**src/logic/uartPkg.sv**
```systemverilog
/*
 * UART peripheral shared definitions
 * frame format, FIFO sizing, baud divisor width and reset value,
 * Wishbone register map, status flag positions and the FSM state
 * codes used by both serial engines
 */

package uartPkg;

	// frame format
	localparam int dataBits = 8;		// payload bits per frame
	localparam int sbTick = 16;		// ticks in the stop bit
	localparam int tickLen = 4;		// counts 16 oversampling ticks
	localparam int bitCntLen = 3;		// counts data bits

	// fifo sizing
	localparam int fifoDepth = 16;
	localparam int fifoAddrLen = 4;
	localparam int fifoCntLen = fifoAddrLen + 1;	// 0..fifoDepth

	// baud divisor
	localparam int divLen = 16;
	localparam logic [divLen-1:0] divReset = 16'd4;	// short frames in sim

	// wishbone register map
	localparam int regAddrLen = 2;
	localparam logic [regAddrLen-1:0] addrData = 2'd0;	// rx pop / tx push
	localparam logic [regAddrLen-1:0] addrStat = 2'd1;	// flags, read clears overrun
	localparam logic [regAddrLen-1:0] addrDiv = 2'd2;	// divisor low byte

	// status bit positions, bits 7:5 read zero
	localparam int statRxEmpty = 0;
	localparam int statRxFull = 1;
	localparam int statTxEmpty = 2;
	localparam int statTxFull = 3;
	localparam int statOverrun = 4;

	// shared FSM state codes for rx and tx
	localparam logic [1:0] stIdle = 2'b00;
	localparam logic [1:0] stStart = 2'b01;
	localparam logic [1:0] stData = 2'b10;
	localparam logic [1:0] stStop = 2'b11;

endpackage

```
**src/logic/baudGen.sv**
```systemverilog
/*
 * Baud tick generator
 * down counter that pulses sTick once every div clocks,
 * giving the 16x oversampling rate for both serial engines
 */

`timescale 1ns/100ps

module baudGen import uartPkg::*; (
	input logic clk,
	input logic reset,
	input logic [divLen-1:0] div,		// clocks per tick
	output logic sTick
);

	logic [divLen-1:0] cnt;

	// reload on wrap so a new divisor only lands at the next tick
	always_ff @(posedge clk or posedge reset)
	begin
		if (reset)
		begin
			cnt <= '0;
			sTick <= 1'b0;
		end
		else if (cnt == '0)
		begin
			cnt <= div - divLen'(1);	// div clocks per period
			sTick <= 1'b1;
		end
		else
		begin
			cnt <= cnt - divLen'(1);
			sTick <= 1'b0;
		end
	end

endmodule

```
**src/logic/uartRec.sv**
```systemverilog
/*
 * UART receiver
 * oversampling FSM, finds the middle of the start bit, then samples
 * each data bit at its centre and shifts it in LSB first;
 * pulses rxDoneTick for one cycle at the end of the stop bit
 */

`timescale 1ns/100ps

module uartRec import uartPkg::*; (
	input logic clk,
	input logic reset,
	input logic sTick,
	input logic rx,
	output logic rxDoneTick,
	output logic [dataBits-1:0] dOut
);

	logic [1:0] stateReg, stateNext;
	logic [tickLen-1:0] sReg, sNext;	// tick counter within a bit
	logic [bitCntLen-1:0] nReg, nNext;	// data bit index
	logic [dataBits-1:0] bReg, bNext;	// shift register
	logic rxMeta, rxSync;			// line synchronizer

	// two flops on the async line, idle level is high
	always_ff @(posedge clk or posedge reset)
	begin
		if (reset)
		begin
			rxMeta <= 1'b1;
			rxSync <= 1'b1;
		end
		else
		begin
			rxMeta <= rx;
			rxSync <= rxMeta;
		end
	end

	always_ff @(posedge clk or posedge reset)
	begin
		if (reset)
		begin
			stateReg <= stIdle;
			sReg <= '0;
			nReg <= '0;
		end
		else
		begin
			stateReg <= stateNext;
			sReg <= sNext;
			nReg <= nNext;
		end
	end

	always_ff @(posedge clk)
		bReg <= bNext;		// payload only

	////////////////////////////////////////////////////////////
	// next state logic
	////////////////////////////////////////////////////////////
	always_comb
	begin
		stateNext = stateReg;
		sNext = sReg;
		nNext = nReg;
		bNext = bReg;
		rxDoneTick = 1'b0;
		case (stateReg)
			stIdle:
				if (!rxSync)		// falling edge of start bit
				begin
					stateNext = stStart;
					sNext = '0;
				end
			stStart:
				if (sTick)
				begin
					if (sReg == tickLen'(7))	// middle of start bit
					begin
						stateNext = stData;
						sNext = '0;
						nNext = '0;
					end
					else
						sNext = sReg + tickLen'(1);
				end
			stData:
				if (sTick)
				begin
					if (sReg == tickLen'(15))	// middle of next data bit
					begin
						sNext = '0;
						bNext = {rxSync, bReg[dataBits-1:1]};	// LSB first
						if (nReg == bitCntLen'(dataBits - 1))
							stateNext = stStop;
						else
							nNext = nReg + bitCntLen'(1);
					end
					else
						sNext = sReg + tickLen'(1);
				end
			default:		// stStop
				if (sTick)
				begin
					if (sReg == tickLen'(sbTick - 1))
					begin
						stateNext = stIdle;
						rxDoneTick = 1'b1;	// byte complete
					end
					else
						sNext = sReg + tickLen'(1);
				end
		endcase
	end

	assign dOut = bReg;

	// done pulse is never stretched
	doneSingle: assert property (@(posedge clk) disable iff (reset)
		rxDoneTick |=> !rxDoneTick);

endmodule

```
**src/logic/uartTrans.sv**
```systemverilog
/*
 * UART transmitter
 * pops a byte from the TX FIFO when idle, then sends start bit,
 * 8 data bits LSB first and one stop bit, 16 ticks each;
 * the line idles high
 */

`timescale 1ns/100ps

module uartTrans import uartPkg::*; (
	input logic clk,
	input logic reset,
	input logic sTick,
	input logic txEmpty,
	input logic [dataBits-1:0] dIn,		// head of tx fifo
	output logic txPop,
	output logic tx
);

	logic [1:0] stateReg, stateNext;
	logic [tickLen-1:0] sReg, sNext;
	logic [bitCntLen-1:0] nReg, nNext;
	logic [dataBits-1:0] bReg, bNext;
	logic txReg, txNext;			// registered line, no glitches

	always_ff @(posedge clk or posedge reset)
	begin
		if (reset)
		begin
			stateReg <= stIdle;
			sReg <= '0;
			nReg <= '0;
			txReg <= 1'b1;
		end
		else
		begin
			stateReg <= stateNext;
			sReg <= sNext;
			nReg <= nNext;
			txReg <= txNext;
		end
	end

	always_ff @(posedge clk)
		bReg <= bNext;

	always_comb
	begin
		stateNext = stateReg;
		sNext = sReg;
		nNext = nReg;
		bNext = bReg;
		txNext = txReg;
		txPop = 1'b0;
		case (stateReg)
			stIdle:
			begin
				txNext = 1'b1;
				if (!txEmpty)
				begin
					txPop = 1'b1;		// latch and pop together
					bNext = dIn;
					sNext = '0;
					stateNext = stStart;
				end
			end
			stStart:
			begin
				txNext = 1'b0;
				if (sTick)
				begin
					if (sReg == tickLen'(15))
					begin
						stateNext = stData;
						sNext = '0;
						nNext = '0;
					end
					else
						sNext = sReg + tickLen'(1);
				end
			end
			stData:
			begin
				txNext = bReg[0];	// LSB out first
				if (sTick)
				begin
					if (sReg == tickLen'(15))
					begin
						sNext = '0;
						bNext = bReg >> 1;
						if (nReg == bitCntLen'(dataBits - 1))
							stateNext = stStop;
						else
							nNext = nReg + bitCntLen'(1);
					end
					else
						sNext = sReg + tickLen'(1);
				end
			end
			default:		// stStop
			begin
				txNext = 1'b1;
				if (sTick)
				begin
					if (sReg == tickLen'(sbTick - 1))
						stateNext = stIdle;	// one idle cycle before next frame
					else
						sNext = sReg + tickLen'(1);
				end
			end
		endcase
	end

	assign tx = txReg;

	// registered line lags state by a cycle, still high on every idle cycle
	idleLineHigh: assert property (@(posedge clk) disable iff (reset)
		(stateReg == stIdle) |-> tx);

endmodule

```
**src/logic/uartFifo.sv**
```systemverilog
/*
 * Synchronous FIFO, 16 x 8
 * register array with read/write pointers and an occupancy count;
 * dOut always shows the head entry
 */

`timescale 1ns/100ps

module uartFifo import uartPkg::*; (
	input logic clk,
	input logic reset,
	input logic push,
	input logic pop,
	input logic [dataBits-1:0] dIn,
	output logic [dataBits-1:0] dOut,
	output logic empty,
	output logic full
);

	logic [dataBits-1:0] mem [fifoDepth];
	logic [fifoAddrLen-1:0] wrPtr, rdPtr;	// wrap naturally at depth 16
	logic [fifoCntLen-1:0] count;
	logic doPush, doPop;

	assign doPush = push && !full;		// drop when full
	assign doPop = pop && !empty;		// ignore when empty

	always_ff @(posedge clk)
		if (doPush)
			mem[wrPtr] <= dIn;

	always_ff @(posedge clk or posedge reset)
	begin
		if (reset)
		begin
			wrPtr <= '0;
			rdPtr <= '0;
			count <= '0;
		end
		else
		begin
			if (doPush)
				wrPtr <= wrPtr + fifoAddrLen'(1);
			if (doPop)
				rdPtr <= rdPtr + fifoAddrLen'(1);
			// both at once leaves count alone
			if (doPush && !doPop)
				count <= count + fifoCntLen'(1);
			else if (doPop && !doPush)
				count <= count - fifoCntLen'(1);
		end
	end

	assign dOut = mem[rdPtr];
	assign empty = (count == '0);
	assign full = (count == fifoCntLen'(fifoDepth));

	countBound: assert property (@(posedge clk) disable iff (reset)
		count <= fifoCntLen'(fifoDepth));

endmodule

```
**src/logic/uartWbRegs.sv**
```systemverilog
/*
 * Wishbone classic register block
 * data, status and divisor registers; single-cycle ack with no
 * wait states, sticky overrun flag, FIFO push/pop strobes
 */

`timescale 1ns/100ps

module uartWbRegs import uartPkg::*; (
	input logic clk,
	input logic reset,
	input logic cyc,
	input logic stb,
	input logic we,
	input logic [regAddrLen-1:0] adr,
	input logic [dataBits-1:0] datIn,
	input logic [dataBits-1:0] rxData,	// rx fifo head
	input logic rxEmpty,
	input logic rxFull,
	input logic txEmpty,
	input logic txFull,
	input logic rxDoneTick,
	output logic [dataBits-1:0] datOut,
	output logic ack,
	output logic rxPop,
	output logic txPush,
	output logic [dataBits-1:0] txData,
	output logic [divLen-1:0] div
);

	logic req;				// first cycle of a bus request
	logic overrun;				// sticky, cleared by status read
	logic [dataBits-1:0] stat;

	// masked by ack so a held stb cannot start a second access
	assign req = cyc && stb && !ack;

	assign rxPop = req && !we && (adr == addrData) && !rxEmpty;
	assign txPush = req && we && (adr == addrData) && !txFull;	// full drops it
	assign txData = datIn;

	always_comb
	begin
		stat = '0;
		stat[statRxEmpty] = rxEmpty;
		stat[statRxFull] = rxFull;
		stat[statTxEmpty] = txEmpty;
		stat[statTxFull] = txFull;
		stat[statOverrun] = overrun;
	end

	////////////////////////////////////////////////////////////
	// ack, read mux, divisor and overrun
	////////////////////////////////////////////////////////////
	always_ff @(posedge clk or posedge reset)
	begin
		if (reset)
		begin
			ack <= 1'b0;
			datOut <= '0;
			div <= divReset;
			overrun <= 1'b0;
		end
		else
		begin
			ack <= req;
			if (req && we && (adr == addrDiv))
				div <= divLen'(datIn);		// low byte, upper bits cleared
			if (req && !we)
				case (adr)
					addrData: datOut <= rxEmpty ? '0 : rxData;
					addrStat: datOut <= stat;
					addrDiv: datOut <= div[dataBits-1:0];
					default: datOut <= '0;
				endcase
			// a lost byte wins over a clearing read in the same cycle
			if (rxDoneTick && rxFull)
				overrun <= 1'b1;
			else if (req && !we && (adr == addrStat))
				overrun <= 1'b0;
		end
	end

	ackSingle: assert property (@(posedge clk) disable iff (reset)
		ack |=> !ack);

endmodule

```
**src/logic/uartTop.sv**
```systemverilog
/*
 * UART peripheral top level
 * tick generator, receiver, transmitter, one FIFO per direction
 * and the Wishbone register block
 */

`timescale 1ns/100ps

module uartTop import uartPkg::*; (
	input logic clk,
	input logic reset,
	input logic cyc,
	input logic stb,
	input logic we,
	input logic [regAddrLen-1:0] adr,
	input logic [dataBits-1:0] datIn,
	output logic [dataBits-1:0] datOut,
	output logic ack,
	input logic rx,
	output logic tx
);

	logic sTick;
	logic [divLen-1:0] div;
	logic rxDoneTick, rxPop, rxEmpty, rxFull;
	logic [dataBits-1:0] recData, rxData;
	logic txPush, txPop, txEmpty, txFull;
	logic [dataBits-1:0] txData, txHead;

	baudGen baudGen (.clk, .reset, .div, .sTick);

	uartRec uartRec (.clk, .reset, .sTick, .rx, .rxDoneTick, .dOut(recData));

	uartFifo rxFifo (.clk, .reset, .push(rxDoneTick), .pop(rxPop), .dIn(recData),
		.dOut(rxData), .empty(rxEmpty), .full(rxFull));

	uartFifo txFifo (.clk, .reset, .push(txPush), .pop(txPop), .dIn(txData),
		.dOut(txHead), .empty(txEmpty), .full(txFull));

	uartTrans uartTrans (.clk, .reset, .sTick, .txEmpty, .dIn(txHead), .txPop, .tx);

	uartWbRegs uartWbRegs (.clk, .reset, .cyc, .stb, .we, .adr, .datIn,
		.rxData, .rxEmpty, .rxFull, .txEmpty, .txFull, .rxDoneTick,
		.datOut, .ack, .rxPop, .txPush, .txData, .div);

endmodule

```
**config.mk**
```make
export PLATFORM = sky130hd
export DESIGN_NAME = uartTop
export DESIGN_NICKNAME = d
export VERILOG_FILES = /design/src/logic/uartPkg.sv /design/src/logic/baudGen.sv /design/src/logic/uartRec.sv /design/src/logic/uartTrans.sv /design/src/logic/uartFifo.sv /design/src/logic/uartWbRegs.sv /design/src/logic/uartTop.sv
export SDC_FILE = /design/constraint.sdc
export NUM_CORES = 1
export LEC_CHECK = 0
export BUFFER_PORTS_ARGS = -buffer_cell sky130_fd_sc_hd__buf_2
export CAP_MARGIN = 20
export CORE_ASPECT_RATIO = 0.8
export CORE_UTILIZATION = 65
export CTS_BUF_LIST = sky130_fd_sc_hd__clkbuf_2
export DETAILED_ROUTE_END_ITERATION = 10
export PLACE_DENSITY = 0.9
export SYNTH_ARGS = -nofsm -noshare
export SYNTH_HDL_FRONTEND = slang
export SYNTH_SLANG_ARGS = --single-unit
```
**constraint.sdc**
```tcl
create_clock -name clk -period 3.38 [get_ports clk]
set_clock_uncertainty 0.1 [all_clocks]
set_input_delay 0.169 -clock clk [delete_from_list [all_inputs] [get_ports clk]]
set_output_delay 0.169 -clock clk [all_outputs]
set_load 0.02 [all_outputs]
```
Yosys cells after proc, flatten, opt, wreduce, memory -nomap -nowiden. Memories as Yosys holds them, arrays and structs flattened. Index checks and enable logic that the tools add are counted.

Bits of input ports: 16. Memories: 2. Latch bits: 0. Output and inout bits: 10. ROM bits: 0. Flip-flop bits (word level): 98. RAM bits: 256. Word-level logic and storage cells: 192.

Memory list: rxFifo.mem (words 16, bits a word 8, rd ports 1, clocked after memory_dff 0, write ports 1, RTL line uartFifo.sv:20) `logic [dataBits-1:0] mem [fifoDepth];`; txFifo.mem (words 16, bits a word 8, rd ports 1, clocked after memory_dff 0, write ports 1, RTL line uartFifo.sv:20).

Reduce and logical (&&, ||, !) cells: 55. $lt $le $gt $ge: 0. Multiply operators: 0. Shift-type cells: 0. Bitwise operators: 0. Div/mod/pow operators: 0. Equal/unequal tests: 30. Mux-type cells: 68. Add/subtract/negate cells: 14.

Operators with widths (count): 2-to-1 mux 4 bit (12); 2-to-1 mux 2 bit (16); 2-to-1 mux 8 bit (4); 2-to-1 mux 3 bit (10); adder 4 x 1 -> 4 bit (second input constant) (6); case mux 8 bit (3 select lines) (1); 2-to-1 mux 5 bit (4); logical AND 1 bit (19); nonzero test 2 bit (9); zero test 16 bit (1); 2-to-1 mux 16 bit (1); inequality test 2 bit (second input constant) (8); case mux 8 bit (2 select lines) (1); AND reduction 8 bit (2); subtractor 16 x 1 -> 16 bit (second input constant) (1); inequality test 2 x 1 -> 1 bit (second input constant) (7); 2-to-1 mux 1 bit (12); case mux 2 bit (3 select lines) (2); case mux 3 bit (2 select lines) (2); case mux 4 bit (3 select lines) (1); AND reduction 6 bit (2); adder 5 x 1 -> 5 bit (second input constant) (2); equality test 5 bit (second input constant) (2); zero test 1 bit (10); 20 further kinds (32).

Longest topological paths before layout.
Depth after elaboration: 10. Gate-level depth with buffers: 12. Mapped depth without buffers: 12.

Cells and area by module. A second synthesis with hierarchy kept.

Cell total of the unflattened synthesis: 1032. Area, all modules: 15765.1 µm².

By module, submodules not included: uartFifo (sequential area each 4169.0 µm², area each 5774.3 µm², times used 2, cells each 323); baudGen (sequential area each 425.4 µm², area each 1227.4 µm², times used 1, cells each 139); uartWbRegs (sequential area each 451.7 µm², area each 1044.8 µm², times used 1, cells each 92); uartTrans (sequential area each 491.7 µm², area each 994.7 µm², times used 1, cells each 82); uartRec (sequential area each 518.0 µm², area each 949.7 µm², times used 1, cells each 73).

Worst setup path after synthesis. Ideal clock, no wire load.

Path kind: flip-flop to flip-flop. From: register uartRec.sReg[0]. To: register rxFifo.count[4]. Path buffers: 0. Slack: 0.489 ns. Library setup time: 0.134 ns. Period minus slack after synthesis: 2.891 ns. Arrival: 2.658 ns. Cell stages (with the launch flop): 11. Path through: dfrtp_1 ha_1 nand4_1 a211oi_2 ha_1 inv_1 fa_1 a21o_1 a21oi_1 mux2i_1 xnor2_1.

Cells in the longest elaborated chain, start to end: 8. Elaborated cells on any way between the ends: 10. Those cells by class: 1 x eq/ne; 4 x mux; 5 x reduce/logical.

RTL lines: start: declaration (RTL line uartRec.sv:20) `logic [tickLen-1:0] sReg, sNext;`; start signal: assignment (RTL line uartRec.sv:51) `sReg <= sNext;`; equality test 4 bit (*) (RTL line uartRec.sv:106) `if (sReg == tickLen'(sbTick - 1))`; 2-to-1 mux 1 bit (*) (RTL line uartRec.sv:106); 2-to-1 mux 1 bit (*) (RTL line uartRec.sv:104) `if (sTick)`; 2-to-1 mux 1 bit (*) (RTL line uartRec.sv:69) `case (stateReg)`; logical AND 1 bit (*) (RTL line uartFifo.sv:25) `assign doPush = push && !full;`; via rxFifo.doPush (RTL line uartFifo.sv:23) `logic doPush, doPop;`; zero test 1 bit (RTL line uartFifo.sv:49) `else if (doPop && !doPush)`; logical AND 1 bit (RTL line uartFifo.sv:49); nonzero test 2 bit (no source line); end signal: assignment (RTL line uartFifo.sv:48) `count <= count + fifoCntLen'(1);`; end signal: assignment (RTL line uartFifo.sv:50) `count <= count - fifoCntLen'(1);`; end: declaration (RTL line uartFifo.sv:22) `logic [fifoCntLen-1:0] count;`.

Mark *: on every way through the listed nets, which the timed path passes. The rest lies on a longest branch. A chain may end at the register's enable or synchronous reset.

Final worst setup path.
From: register txFifo.count[0]. To: register txFifo.count[4].

Cells in the longest elaborated chain, start to end: 7. Elaborated cells on any way between the ends: 18. Those cells by class: 2 x add/sub; 1 x eq/ne; 4 x mux; 11 x reduce/logical.

RTL lines (RTL line): start: declaration (uartFifo.sv:22); start signal: assignment (uartFifo.sv:48); start signal: assignment (uartFifo.sv:50); parallel branches: the longest is 7 deep, another holds subtractor 5 x 1 -> 5 bit.

Parallel ways; which one is timed is not known. The select of a mux whose other input is x is not followed.

==> impl_metrics.toml <==
[sta]
fin_crit_ps = 3140
slew_viol_final = 0
fin_crit_sh_pct = 92.9
fin_ws_ps = 239
rsz0062_at_grt = "false"
final.setup.tns_ps = 0
setup_violations = 0
tightest_slew_ps = 1110
timing.hold.ws_ps = 99.7
max_slew_headroom_pct = 25.9
max_freq_ghz = 0.318
hold_viol_final = 0

[die]
initial_core_util_pct = 66.7
top_level_ports = 26
rows = 49
core_region_area_um2 = 22700
die-height_um = 138
die_x_um = 173
die_area_um2 = 23900

[layout]
final_net_count = 1087
area.growth.synth_to_final_pct = 10.4
post_route_cells_drive_above_1_share_pct = 28.2
utilization_pct = 73.7
post-route-cell-area_um2 = 16700

[synthesis]
synth_nets = 960
synthesis.area_per_instance_um2 = 16.7
synthArstFlopShare_pct = 23.2
post_synth_instance_area_um2 = 15100
synth_warnings = 0
postSynth.topFlopCell = "sky130_fd_sc_hd__edfxtp_1"
synth_cells = 906
top_count_cell_post_synth = "sky130_fd_sc_hd__edfxtp_1"
netlist_top_cells_area = "sky130_fd_sc_hd__edfxtp_1 (54%), sky130_fd_sc_hd__dfrtp_1 (13%), sky130_fd_sc_hd__mux4_2 (9.7%)"
synth.distinct_cells = 69
number_of_synthesized_flops_with_an_enable_pin = 272
synth_seq_area_share_pct = 67.6
synth.largest_area_cell = "sky130_fd_sc_hd__edfxtp_1"
netlist.area_leader.share_pct = 54.0
synth.ff_latch_count = 354
synth.cells.most_frequent = "sky130_fd_sc_hd__edfxtp_1 (272), sky130_fd_sc_hd__dfrtp_1 (78), sky130_fd_sc_hd__mux4_2 (65)"

[global_routing]
grt.overflow.total = 0
grt_first_pass_wirelength_um = 50900
largest_net_degree_at_the_start_of_global_routing = 36
antenna_found_initial = 3
vias_in_the_first_global_route = 9158
grt_use_total_pct = 28.4

[routing]
wl_per_cell_um = 23.3
final_antenna_net_count = 0
detailedRoute.firstPassIterationCount = 6
finalWirelength_um = 32800
via_count = 8962
dr_drc_count = 0
drt-initial-drc-count = 1105
vias_per_cell = 6.39

[critical_path]
arrival_time_reported_for_the_critical_path_endpoint_ps = 3910
critPathLaunchType = "register"
timing.critical_path.to_type = "register"
path_class = "register to register"
critical_path_data_required_time_ps = 4150
crit_fanout = 5
rrSetupSlack_ps = 240

[cts]
numCtsBuffers = 81
clkLatencyLatePin_ps = 950
cts.htree.levels = 3
cts.root.buffer_cell = "sky130_fd_sc_hd__clkbuf_2"
clock_path_buffers = 3
cts_tree = "yes"
clkSlewWorstSetupHoldPaths_ps = 100
tritoncts_num_sinks = 354

[placement]
place.gp.congestion = 0.853
post_dp_cell_area_um2 = 15700
preCtsSetupSlack_ps = 238
dp.final_hpwl_um = 20200
port_buffers = 25

[power_and_ir_drop]
p_switching_w = 0.00226
power.combinational.fraction_pct = 7.3
p_sw_share_pct = 27.1
ir_drop_mv = 0.329
clock_power_share_pct = 32.5
power.density_cell_area_nw_per_um2 = 499
total_leakage_power_nw = 6.11
seqPwrFrac_pct = 60.1
p_int_w = 0.00607

[run]
drv.max_cap_violation_count = 0

[run_status]
outcome = "finished clean"

[worst_hold_path]
holdCritPathClass = "input port to register"
-- final timing paths --
kind,start,end,cells after the start
setup / recovery,txFifo.count[0],txFifo.count[4],10
hold reg to reg,uartRec.rxMeta,uartRec.rxSync,0
setup reg to reg,txFifo.count[0],txFifo.count[4],10
hold / removal,datIn[5],txFifo.mem[10][5],2
min in group asynchronous,reset,baudGen.cnt[12],4
max in group asynchronous,reset,baudGen.cnt[4],5
-- metrics by stage --
step / instances / total power, W
floorplan: 906 / 0.00544
global placement: 1232 / 0.00563
detailed placement: 1232 / 0.00567
CTS: 1401 / 0.00834
global route: 1403 / 0.00868
finish: 1403 / 0.00834
-- power by group through the flow --
| stage | logic (W) | registers, W | clock network (W) |
|---|---|---|---|
| 2_1_floorplan | 0.000387 | 0.00506 | 0 |
| 3_3_place_gp | 0.000547 | 0.00509 | 0 |
| 3_5_place_dp | 0.000568 | 0.00510 | 0 |
| 4_1_cts | 0.000600 | 0.00500 | 0.00273 |
| 5_1_grt | 0.000669 | 0.00503 | 0.00298 |
| 6_report | 0.000610 | 0.00501 | 0.00271 |
-- what timing repair did --
item | in CTS | in global routing
hold buffers | 23 | 0
hold endpoints to repair | 278 | 0
setup buffers | 0 | 0
gates resized for setup | 0 | 0
-- area by class of cell --
| type | instances | area, µm² |
|---|---|---|
| inverter | 39 | 148 |
| fill | 1292 | 5970 |
| clock buffer | 122 | 611 |
| clock inverter | 24 | 126 |
| timing repair buffer | 82 | 633 |
| tap | 306 | 383 |
| sequential | 354 | 10200 |
| antenna | 1 | 2.50 |
| multi-input combinational | 475 | 4580 |
-- cells by family (layout without fill, tap and decap cells) --
kind of cell	after synthesis	in the layout	share of synthesized area [%]
xor gates and xnor gates	38	38	2.20
adders and majority gates	38	38	3.24
buffers and inverters	77	267	2.17
DFF	354	354	67.6
muxes	122	122	13.7
AOI/OAI and AO/OA	100	100	4.64
and+or+nand+nor	177	177	6.52
other	0	1	0
-- critical path, cell delays in order, from the launching register on --
cell                      delay (ps)
sky130_fd_sc_hd__dfrtp_1         460
sky130_fd_sc_hd__nor4_2          630
sky130_fd_sc_hd__a21oi_1         280
sky130_fd_sc_hd__inv_1           180
sky130_fd_sc_hd__ha_1            190
sky130_fd_sc_hd__inv_1           110
sky130_fd_sc_hd__fa_1            420
sky130_fd_sc_hd__a21o_1          180
sky130_fd_sc_hd__a21oi_1         180
sky130_fd_sc_hd__mux2i_1         230
sky130_fd_sc_hd__xnor2_1         140
-- metal layers --
metal | up-vias | part of all wire (%) | track usage (%)
li1 | 3828 | - | -
met1 | 4466 | 40 | 40.0
met2 | 566 | 47 | 42.7
met3 | 98 | 10 | 7.51
met4 | 4 | 2.9 | 11.7
met5 | - | 0.070 | 0
-- flip-flops by register name, summed over array words and instances (netlist names), 2 cells and up --
signal,count
txFifo.rdPtr,4
uartTrans.bReg,8
txFifo.mem,128
uartWbRegs.datOut,8
uartTrans.stateReg,2
txFifo.wrPtr,4
uartRec.dOut,8
rxFifo.rdPtr,4
rxFifo.count,5
uartRec.stateReg,2
uartTrans.nReg,3
uartRec.sReg,4
rxFifo.mem,128
uartTrans.sReg,4
uartRec.nReg,3
baudGen.cnt,16
uartWbRegs.div,8
txFifo.count,5
rxFifo.wrPtr,4
-- placed cells by master, fill, tap and decap left out, drive strengths merged, types with 4 or more instances in the layout --
cell and count:
edfxtp 272, clkbuf 122, dfrtp 78, mux4 65, buf 59, nor2 44
inv 43, ha 36, nand2 32, mux2 29, mux2i 28, a21oi 25
xnor2 23, dlygate4sd3 23, o21ai 19, clkinv 19, xor2 15, o22ai 14
and2 13, nor3 13, nand2b 9, nor4 9, nand4 8, nand3 7
a21o 6, nor2b 6, a211o 6, and3 6, or2 5, o31ai 5
nand3b 5, dfstp 4
No activity file was read; power rests on OpenSTA's default activity.
